==> src/logic/cpuPkg.sv <==
`default_nettype none

package cpuPkg;

    localparam int WORD_BITS    = 32;
    localparam int REG_IDX_BITS = 4;
    localparam int IMM_BITS     = 12;
    localparam int ALU_OP_BITS  = 4;
    localparam int KIND_BITS    = 2;
    localparam int VECTOR_BITS  = 5;

    // ALU function codes, every result gets operand C added
    localparam logic [ALU_OP_BITS-1:0] OP_OR   = 4'h0;
    localparam logic [ALU_OP_BITS-1:0] OP_AND  = 4'h1;
    localparam logic [ALU_OP_BITS-1:0] OP_ADD  = 4'h2;
    localparam logic [ALU_OP_BITS-1:0] OP_MUL  = 4'h3;
    localparam logic [ALU_OP_BITS-1:0] OP_RSVD = 4'h4;
    localparam logic [ALU_OP_BITS-1:0] OP_SHL  = 4'h5;
    localparam logic [ALU_OP_BITS-1:0] OP_LT   = 4'h6;
    localparam logic [ALU_OP_BITS-1:0] OP_EQ   = 4'h7;
    localparam logic [ALU_OP_BITS-1:0] OP_GE   = 4'h8;
    localparam logic [ALU_OP_BITS-1:0] OP_ANDN = 4'h9;
    localparam logic [ALU_OP_BITS-1:0] OP_XOR  = 4'hA;
    localparam logic [ALU_OP_BITS-1:0] OP_SUB  = 4'hB;
    localparam logic [ALU_OP_BITS-1:0] OP_XNOR = 4'hC;
    localparam logic [ALU_OP_BITS-1:0] OP_SHR  = 4'hD;
    localparam logic [ALU_OP_BITS-1:0] OP_NE   = 4'hE;
    localparam logic [ALU_OP_BITS-1:0] OP_SAR  = 4'hF;

    // Operand order, named as A B C
    localparam logic [KIND_BITS-1:0] KIND_XYI   = 2'd0;
    localparam logic [KIND_BITS-1:0] KIND_XIY   = 2'd1;
    localparam logic [KIND_BITS-1:0] KIND_IXY   = 2'd2;
    localparam logic [KIND_BITS-1:0] KIND_THROW = 2'd3;

    typedef enum logic [3:0] {
        sIdle, sShuffle, sExec, sLatch, sWait, sMem, sCommit, sNextPc, sFetch,
        sThrow, sTrapEntry, sVector, sSaveRet, sTrapWrite
    } seqState;

    localparam logic [WORD_BITS-1:0] RESET_VECTOR = 32'h0000_0100;
    localparam logic [WORD_BITS-1:0] VECTOR_BASE  = 32'h0000_0020;
    localparam logic [WORD_BITS-1:0] TRAMP_BOTTOM = 32'h0000_0040;
    localparam logic [WORD_BITS-1:0] TRAP_ADDR    = 32'h0000_001F;

    typedef struct packed {
        logic [KIND_BITS-1:0]    kind;
        logic                    storing;
        logic                    derefRhs;
        logic [REG_IDX_BITS-1:0] z;
        logic [REG_IDX_BITS-1:0] x;
        logic [REG_IDX_BITS-1:0] y;
        logic [ALU_OP_BITS-1:0]  op;
        logic [IMM_BITS-1:0]     imm;
    } operateView;

    typedef struct packed {
        logic [KIND_BITS-1:0]                         kind;
        logic [WORD_BITS-KIND_BITS-VECTOR_BITS-1:0]   unused;
        logic [VECTOR_BITS-1:0]                       vector;
    } throwView;

    typedef union packed {
        operateView oper;
        throwView   thr;
    } insnWord;

endpackage

`default_nettype wire
==> src/logic/cpuCore.sv <==
`timescale 1ns/1ps
`default_nettype none

module cpuCore (
    input  wire                            clk,
    input  wire                            reset_n,
    input  wire                            halt,
    input  wire                            trap,
    output logic [cpuPkg::WORD_BITS-1:0]   iAddr,
    input  wire  [cpuPkg::WORD_BITS-1:0]   iData,
    output logic                           dStrobe,
    output logic                           dWrite,
    output logic [cpuPkg::WORD_BITS-1:0]   dAddr,
    output logic [cpuPkg::WORD_BITS-1:0]   dWdata,
    input  wire  [cpuPkg::WORD_BITS-1:0]   dRdata
);

    localparam int W = cpuPkg::WORD_BITS;

    cpuPkg::seqState state;
    cpuPkg::insnWord insn;

    logic [W-1:0] nextPc;    // Address after the current instruction
    logic [W-1:0] rResult;
    logic [W-1:0] rData;
    logic [W-1:0] vAddr;     // Handler entry

    logic [cpuPkg::REG_IDX_BITS-1:0] idxZ, idxX, idxY;
    logic [cpuPkg::ALU_OP_BITS-1:0]  op;
    logic [cpuPkg::IMM_BITS-1:0]     imm;
    logic [cpuPkg::KIND_BITS-1:0]    kind;
    logic [cpuPkg::VECTOR_BITS-1:0]  vector;
    logic                            storing, derefRhs, throwInsn, branch;
    logic [W-1:0]                    valZ, valX, valY, nextZ;
    logic [W-1:0]                    opA, opB, opC, aluOut;

    always_ff @(posedge clk) begin
        if (!reset_n) begin
            state <= cpuPkg::sIdle;
        end else begin
            case (state)
                cpuPkg::sIdle: begin
                    iAddr <= cpuPkg::RESET_VECTOR;
                    state <= halt ? cpuPkg::sIdle : cpuPkg::sNextPc;
                end
                cpuPkg::sShuffle: begin
                    if (halt)           state <= cpuPkg::sIdle;
                    else if (trap)      state <= cpuPkg::sTrapEntry;
                    else if (throwInsn) state <= cpuPkg::sThrow;
                    else                state <= cpuPkg::sExec;
                end
                cpuPkg::sExec:  state <= cpuPkg::sLatch;
                cpuPkg::sLatch: begin
                    rResult <= aluOut;
                    state   <= cpuPkg::sWait;
                end
                cpuPkg::sWait: state <= cpuPkg::sMem;   // Data address settles here
                cpuPkg::sMem: begin
                    rData <= dRdata;
                    state <= cpuPkg::sCommit;
                end
                cpuPkg::sCommit: begin
                    iAddr <= branch ? nextZ : nextPc;
                    state <= cpuPkg::sNextPc;
                end
                cpuPkg::sNextPc: begin
                    nextPc <= iAddr + 1'b1;
                    state  <= cpuPkg::sFetch;
                end
                cpuPkg::sFetch: begin
                    insn  <= iData;
                    state <= cpuPkg::sShuffle;
                end
                // Throw reads its table entry, trap goes to the trampoline
                cpuPkg::sThrow: state <= cpuPkg::sVector;
                cpuPkg::sVector: begin
                    vAddr <= dRdata;
                    state <= cpuPkg::sSaveRet;
                end
                cpuPkg::sTrapEntry: begin
                    vAddr <= cpuPkg::TRAMP_BOTTOM;
                    state <= cpuPkg::sSaveRet;
                end
                cpuPkg::sSaveRet: begin
                    rResult <= iAddr;   // Return address
                    state   <= cpuPkg::sTrapWrite;
                end
                cpuPkg::sTrapWrite: begin
                    iAddr <= vAddr;
                    state <= cpuPkg::sNextPc;
                end
                default: state <= cpuPkg::sIdle;
            endcase
        end
    end

    // Memory access in sMem, plus the table read and return address write
    assign dStrobe = (state == cpuPkg::sMem && (derefRhs || storing))
                   || state == cpuPkg::sThrow || state == cpuPkg::sTrapWrite;
    assign dWrite  = (state == cpuPkg::sMem && storing) || state == cpuPkg::sTrapWrite;

    always_comb begin
        if (state == cpuPkg::sThrow)
            dAddr = cpuPkg::VECTOR_BASE | W'(vector);
        else if (state == cpuPkg::sTrapWrite)
            dAddr = cpuPkg::TRAP_ADDR;
        else if (derefRhs)
            dAddr = rResult;
        else
            dAddr = valZ;
    end

    assign dWdata = (derefRhs && state != cpuPkg::sTrapWrite) ? valZ : rResult;
    assign nextZ  = derefRhs ? rData : rResult;   // Loads commit the fetched word

    insnDecoder u_decoder (
        .insn      (insn),
        .idxZ      (idxZ),
        .idxX      (idxX),
        .idxY      (idxY),
        .op        (op),
        .imm       (imm),
        .kind      (kind),
        .storing   (storing),
        .derefRhs  (derefRhs),
        .throwInsn (throwInsn),
        .branch    (branch),
        .vector    (vector)
    );

    regFile u_regs (
        .clk     (clk),
        .writeEn (state == cpuPkg::sCommit && !storing),
        .idxZ    (idxZ),
        .idxX    (idxX),
        .idxY    (idxY),
        .nextZ   (nextZ),
        .nextPc  (nextPc),
        .valZ    (valZ),
        .valX    (valX),
        .valY    (valY)
    );

    operandShuffle u_shuffle (
        .clk  (clk),
        .en   (state == cpuPkg::sShuffle),
        .kind (kind),
        .valX (valX),
        .valY (valY),
        .imm  (imm),
        .opA  (opA),
        .opB  (opB),
        .opC  (opC)
    );

    aluExec u_alu (
        .clk    (clk),
        .en     (state == cpuPkg::sExec),
        .op     (op),
        .opA    (opA),
        .opB    (opB),
        .opC    (opC),
        .result (aluOut)
    );

endmodule

`default_nettype wire

==> src/logic/aluExec.sv <==
`timescale 1ns/1ps
`default_nettype none

module aluExec (
    input  wire                                  clk,
    input  wire                                  en,
    input  wire         [cpuPkg::ALU_OP_BITS-1:0] op,
    input  wire  signed [cpuPkg::WORD_BITS-1:0]   opA,
    input  wire  signed [cpuPkg::WORD_BITS-1:0]   opB,
    input  wire  signed [cpuPkg::WORD_BITS-1:0]   opC,
    output logic        [cpuPkg::WORD_BITS-1:0]   result
);

    localparam int W = cpuPkg::WORD_BITS;

    // Comparisons give all ones for true, zero for false
    always_ff @(posedge clk) begin
        if (en) begin
            case (op)
                cpuPkg::OP_OR:   result <= (opA | opB) + opC;
                cpuPkg::OP_AND:  result <= (opA & opB) + opC;
                cpuPkg::OP_ADD:  result <= (opA + opB) + opC;
                cpuPkg::OP_MUL:  result <= (opA * opB) + opC;   // Low word only
                cpuPkg::OP_RSVD: result <= 'x;
                cpuPkg::OP_SHL:  result <= (opA << opB) + opC;
                cpuPkg::OP_LT:   result <= {W{opA < opB}} + opC;
                cpuPkg::OP_EQ:   result <= {W{opA == opB}} + opC;
                cpuPkg::OP_GE:   result <= {W{opA >= opB}} + opC;
                cpuPkg::OP_ANDN: result <= (opA & ~opB) + opC;
                cpuPkg::OP_XOR:  result <= (opA ^ opB) + opC;
                cpuPkg::OP_SUB:  result <= (opA - opB) + opC;
                cpuPkg::OP_XNOR: result <= (opA ^ ~opB) + opC;
                cpuPkg::OP_SHR:  result <= (opA >> opB) + opC;    // Zero fill
                cpuPkg::OP_NE:   result <= {W{opA != opB}} + opC;
                cpuPkg::OP_SAR:  result <= (opA >>> opB) + opC;   // Sign fill
                default:         result <= 'x;
            endcase
        end
    end

endmodule

`default_nettype wire

==> src/logic/operandShuffle.sv <==
`timescale 1ns/1ps
`default_nettype none

module operandShuffle (
    input  wire                              clk,
    input  wire                              en,
    input  wire  [cpuPkg::KIND_BITS-1:0]     kind,
    input  wire  [cpuPkg::WORD_BITS-1:0]     valX,
    input  wire  [cpuPkg::WORD_BITS-1:0]     valY,
    input  wire  [cpuPkg::IMM_BITS-1:0]      imm,
    output logic [cpuPkg::WORD_BITS-1:0]     opA,
    output logic [cpuPkg::WORD_BITS-1:0]     opB,
    output logic [cpuPkg::WORD_BITS-1:0]     opC
);

    logic [cpuPkg::WORD_BITS-1:0] immExt;

    assign immExt = {{(cpuPkg::WORD_BITS - cpuPkg::IMM_BITS){imm[cpuPkg::IMM_BITS-1]}}, imm};

    always_ff @(posedge clk) begin
        if (en) begin
            case (kind)
                cpuPkg::KIND_XYI: begin
                    opA <= valX;
                    opB <= valY;
                    opC <= immExt;
                end
                cpuPkg::KIND_XIY: begin
                    opA <= valX;
                    opB <= immExt;
                    opC <= valY;
                end
                cpuPkg::KIND_IXY: begin
                    opA <= immExt;
                    opB <= valX;
                    opC <= valY;
                end
                default: begin   // Throw, never executed
                    opA <= 'x;
                    opB <= 'x;
                    opC <= 'x;
                end
            endcase
        end
    end

endmodule

`default_nettype wire

==> src/logic/insnDecoder.sv <==
`timescale 1ns/1ps
`default_nettype none

module insnDecoder (
    input  wire cpuPkg::insnWord               insn,
    output logic [cpuPkg::REG_IDX_BITS-1:0]    idxZ,
    output logic [cpuPkg::REG_IDX_BITS-1:0]    idxX,
    output logic [cpuPkg::REG_IDX_BITS-1:0]    idxY,
    output logic [cpuPkg::ALU_OP_BITS-1:0]     op,
    output logic [cpuPkg::IMM_BITS-1:0]        imm,
    output logic [cpuPkg::KIND_BITS-1:0]       kind,
    output logic                               storing,
    output logic                               derefRhs,
    output logic                               throwInsn,
    output logic                               branch,
    output logic [cpuPkg::VECTOR_BITS-1:0]     vector
);

    // Operate view
    assign kind     = insn.oper.kind;
    assign storing  = insn.oper.storing;
    assign derefRhs = insn.oper.derefRhs;
    assign idxZ     = insn.oper.z;
    assign idxX     = insn.oper.x;
    assign idxY     = insn.oper.y;
    assign op       = insn.oper.op;
    assign imm      = insn.oper.imm;

    // Throw view
    assign vector    = insn.thr.vector;
    assign throwInsn = (insn.thr.kind == cpuPkg::KIND_THROW);

    assign branch = (&idxZ) && !storing;   // Result goes to the PC

endmodule

`default_nettype wire

==> src/logic/regFile.sv <==
`timescale 1ns/1ps
`default_nettype none

module regFile (
    input  wire                              clk,
    input  wire                              writeEn,
    input  wire  [cpuPkg::REG_IDX_BITS-1:0]  idxZ,
    input  wire  [cpuPkg::REG_IDX_BITS-1:0]  idxX,
    input  wire  [cpuPkg::REG_IDX_BITS-1:0]  idxY,
    input  wire  [cpuPkg::WORD_BITS-1:0]     nextZ,
    input  wire  [cpuPkg::WORD_BITS-1:0]     nextPc,
    output logic [cpuPkg::WORD_BITS-1:0]     valZ,
    output logic [cpuPkg::WORD_BITS-1:0]     valX,
    output logic [cpuPkg::WORD_BITS-1:0]     valY
);

    logic [cpuPkg::WORD_BITS-1:0] store [0:14];

    initial store[0] = '0;   // Zero register, never written

    // Index 15 is the program counter
    assign valZ = (&idxZ) ? nextPc : store[idxZ];
    assign valX = (&idxX) ? nextPc : store[idxX];
    assign valY = (&idxY) ? nextPc : store[idxY];

    always_ff @(posedge clk) begin
        if (writeEn && (|idxZ) && !(&idxZ)) begin
            store[idxZ] <= nextZ;
        end
    end

endmodule

`default_nettype wire

==> config.mk <==
export PLATFORM = sky130hd
export DESIGN_NAME = cpuCore
export DESIGN_NICKNAME = d
export VERILOG_FILES = /design/src/logic/cpuPkg.sv /design/src/logic/cpuCore.sv /design/src/logic/aluExec.sv /design/src/logic/operandShuffle.sv /design/src/logic/insnDecoder.sv /design/src/logic/regFile.sv
export SDC_FILE = /design/constraint.sdc
export NUM_CORES = 2
export LEC_CHECK = 0
export BUFFER_PORTS_ARGS = -buffer_cell sky130_fd_sc_hd__buf_2
export CAP_MARGIN = 20
export CORE_UTILIZATION = 40
export CTS_CLUSTER_SIZE = 30
export DETAILED_ROUTE_END_ITERATION = 7
export MAX_ROUTING_LAYER = met4
export PLACE_DENSITY = 0.53
export SYNTH_ARGS = -nofsm -noshare
export SYNTH_HDL_FRONTEND = slang
export SYNTH_SLANG_ARGS = --single-unit
==> constraint.sdc <==
create_clock -name clk -period 19.15 [get_ports clk]
set_input_delay 1.915 -clock clk [delete_from_list [all_inputs] [get_ports clk]]
set_output_delay 1.915 -clock clk [all_outputs]
set_load 0.02 [all_outputs]
==> results.py <==
metrics = {
    "synthesis": {
        "netlist_instances": 6756,
        "synth-adder-area-share_pct": 19.85,
        "async_reset_ff_share_pct": 0,
        "synth_compound_area_share_pct": 11.22,
        "muxShareOfSynthArea_pct": 17.52,
        "yosysWarnings": 0,
        "ys_types": 91,
        "synth_top_family_by_area": "adder cells",
        "ys_seq_area_share_pct": 33.21,
        "synth_edf_count": 800,
        "avgSynthCellArea_um2": 10.85,
        "ys_ff_latch": 816,
        "synth-simple-area-share_pct": 9.178,
        "synth_area_um2": 73290,
        "synthXorXnorAreaFrac_pct": 2.796,
        "synth_flop_cell": "edfxtp_1",
    },
    "sta": {
        "slew_viol_final": 0,
        "post-route-min-period_ns": 9.339,
        "hold_viol": 0,
        "finalSetupViolCount": 0,
        "period_share_pct": 48.77,
        "relSlewSlack_pct": 10.13,
        "finalSetupTns_ns": 0,
        "max_clock_freq_mhz": 107.1,
        "setup_ws_ns": 9.811,
        "rsz0062_at_grt": "no",
        "tightest_slew_ns": 1.334,
        "fin_skew_ns": 0.03386,
    },
    "clock_network": {
        "clk_latency_ns": 0.71,
        "cts_tree": "done",
        "cts_max_level": 3,
        "cts_setup_buffers": 0,
        "ctsLongestPathBuffers": 3,
        "cts-buffers-inserted": 88,
        "hold_buffers": 0,
        "cts_resized": 0,
        "clock_sinks": 816,
        "root_buffer": "clkbuf_16",
        "clk_pin_slew_ns": 0.07,
    },
    "min_path": {
        "min_path_type": "flop to flop",
        "hold_depth": 2,
    },
    "global_route": {
        "grt_use_met1_pct": 42.08,
        "top_usage_layer": "met2",
        "use_met2_pct": 51.35,
        "grtUsageTotal_pct": 33.08,
        "grt_pass1_wl_um": 425300,
        "antenna_found_initial": 13,
        "met3_usage_pct": 4.248,
        "grt_pass1_vias": 57110,
        "overflow": 0,
        "grt_max_degree": 91,
    },
    "route": {
        "drcViolationCount": 0,
        "ant_nets": 0,
        "wl_per_cell_um": 32.49,
        "num_vias": 57140,
        "vias_per_cell": 6.181,
        "wirelength_um": 300400,
        "dr.pass1.iters": 8,
        "first_iter_violations": 6356,
    },
    "outcome": {
        "outcome": "complete, no violations",
    },
    "job": {
        "cap_violations": 0,
    },
    "worst_setup_path": {
        "required_ns": 19.60,
        "worstPathMaxFanout": 69,
        "r2r_cells": 27,
        "arrival_ns": 9.78,
        "worstSetupPathType": "flop to flop",
        "endpoint_kind": "flop",
        "critPathLaunchType": "flop",
    },
    "final_layout": {
        "fin_nets": 7723,
        "final_common_cell": "edfxtp_1",
        "syn2layout_area_growth_pct": 9.517,
        "nFillCells": 17080,
        "largest_reg_flops": 480,
        "regMostFlops": "u_regs.store",
        "drive_gt1_share_pct": 15.21,
        "finalInstanceArea_um2": 80270,
        "final_cell_mix": "800 x edfxtp_1, 735 x inv_1, 587 x nand2_1, 586 x nor2_1, 503 x fa_1",
    },
    "floorplan": {
        "rows": 156,
        "dieArea_um2": 184900,
        "pin_count": 166,
        "core_um2": 181300,
        "start_util_pct": 40.42,
        "dieHeight_um": 430.1,
        "die_w_um": 430.1,
    },
    "placement": {
        "port-buffer-count": 165,
        "postPlaceCellArea_um2": 77260,
        "dp_hpwl_um": 222900,
        "gp_congestion": 1.029,
        "place_ws_ns": 9.927,
    },
}
through the flow:
step | util [%] | instances | hold WS [ns]
2_1_floorplan | - | 6787 | 0.4408
3_3_place_gp | 42.56 | 9068 | 0.4581
3_5_place_dp | 42.61 | 9072 | 0.4684
4_1_cts | 44.23 | 9233 | 0.4807
5_1_grt | 44.26 | 9241 | 0.5138
6_report | 44.27 | 9244 | 0.4868
worst paths after layout:
check	startpoint	end	slack (ns)
worst max register to register	u_shuffle.opB[1]	u_alu.result[29]	9.81
worst min-delay path	insn[18]	flop	0.49
worst max-delay path	u_shuffle.opB[1]	u_alu.result[29]	9.81
worst min register to register	insn[18]	flop	0.49
cells by family after synthesis:
logic type	Yosys count
buffers and inverters	1194
flip-flops	816
other	1
AND/OR/NAND/NOR	1565
AO/OA/AOI/OAI	1313
multiplexers	772
XOR/XNOR	234
adder cells (fa/ha/maj)	861
worst max-delay path: stages, from the launching register on:
cell       delay (ns)
edfxtp_1         0.32
buf_4            0.49
buf_4            0.74
and2_1           0.28
fa_1             0.46
fa_1             0.43
inv_1            0.08
fa_1             0.47
fa_1             0.48
fa_1             0.53
fa_1             0.55
inv_1            0.05
fa_1             0.47
inv_1            0.05
fa_1             0.48
inv_1            0.04
ha_1             0.35
a2111oi_0        0.48
o21ai_0          0.15
o21ai_0          0.12
o31ai_2          0.11
buf_4            0.19
a31oi_1          0.30
o41ai_1          0.15
a21o_1           0.23
xnor2_1          0.35
nor2_1           0.09
or4_1            0.52
cells in the mapped netlist, types with 16 or more instances:
cell type,instances,area (µm²)
o21ai_0,340,1702
nand4_1,34,212.7
o21a_1,66,495.5
o21bai_1,17,127.6
clkbuf_1,291,1092
a22oi_1,32,240.2
xnor2_1,145,1270
edfxtp_1,800,24020
or3_1,17,106.4
nand2_1,587,2203
o211ai_1,47,352.8
o22ai_1,31,193.9
a21o_1,79,593.1
nor2_1,604,2267
a21oi_1,411,2057
inv_1,739,2774
a31oi_1,26,162.7
o32ai_1,23,201.4
fa_1,503,10070
and3_1,26,162.7
nand2b_1,45,281.5
ha_1,358,4479
and2_1,23,143.9
a211oi_1,40,300.3
o31ai_1,18,135.1
buf_1,104,390.4
mux2_2,66,743.2
mux4_2,402,9054
nand3_1,58,290.3
nor2b_1,57,356.6
xor2_1,89,779.5
nor3_1,57,285.3
buf_2,41,205.2
a21boi_0,16,120.1
nor4_1,21,131.4
mux2i_1,304,3043
dfxtp_1,16,320.3
area by class of cell:
cell class | instances | area [µm²] | share of cell area, %
Antenna cell | 9 | 22.52 | 0.02806
Timing Repair Buffer | 357 | 2362 | 2.943
Multi-Input combinational cell | 4777 | 44750 | 55.75
Clock buffer | 104 | 2335 | 2.909
Inverter | 754 | 2833 | 3.529
Sequential cell | 816 | 24390 | 30.38
Tap cell | 2370 | 2965 | 3.694
Clock inverter | 57 | 613.1 | 0.7638
routing by layer:
metal / part of all wire, % / vias up
met5: 0 / -
met3: 7.7 / 687
met2: 46 / 2901
met4: 6.6 / 0
li1: - / 24140
met1: 40 / 29410
Power is left out: the tool's default activity adds up to more than one toggle a clock period on the data nets, which glitch-free logic cannot reach.
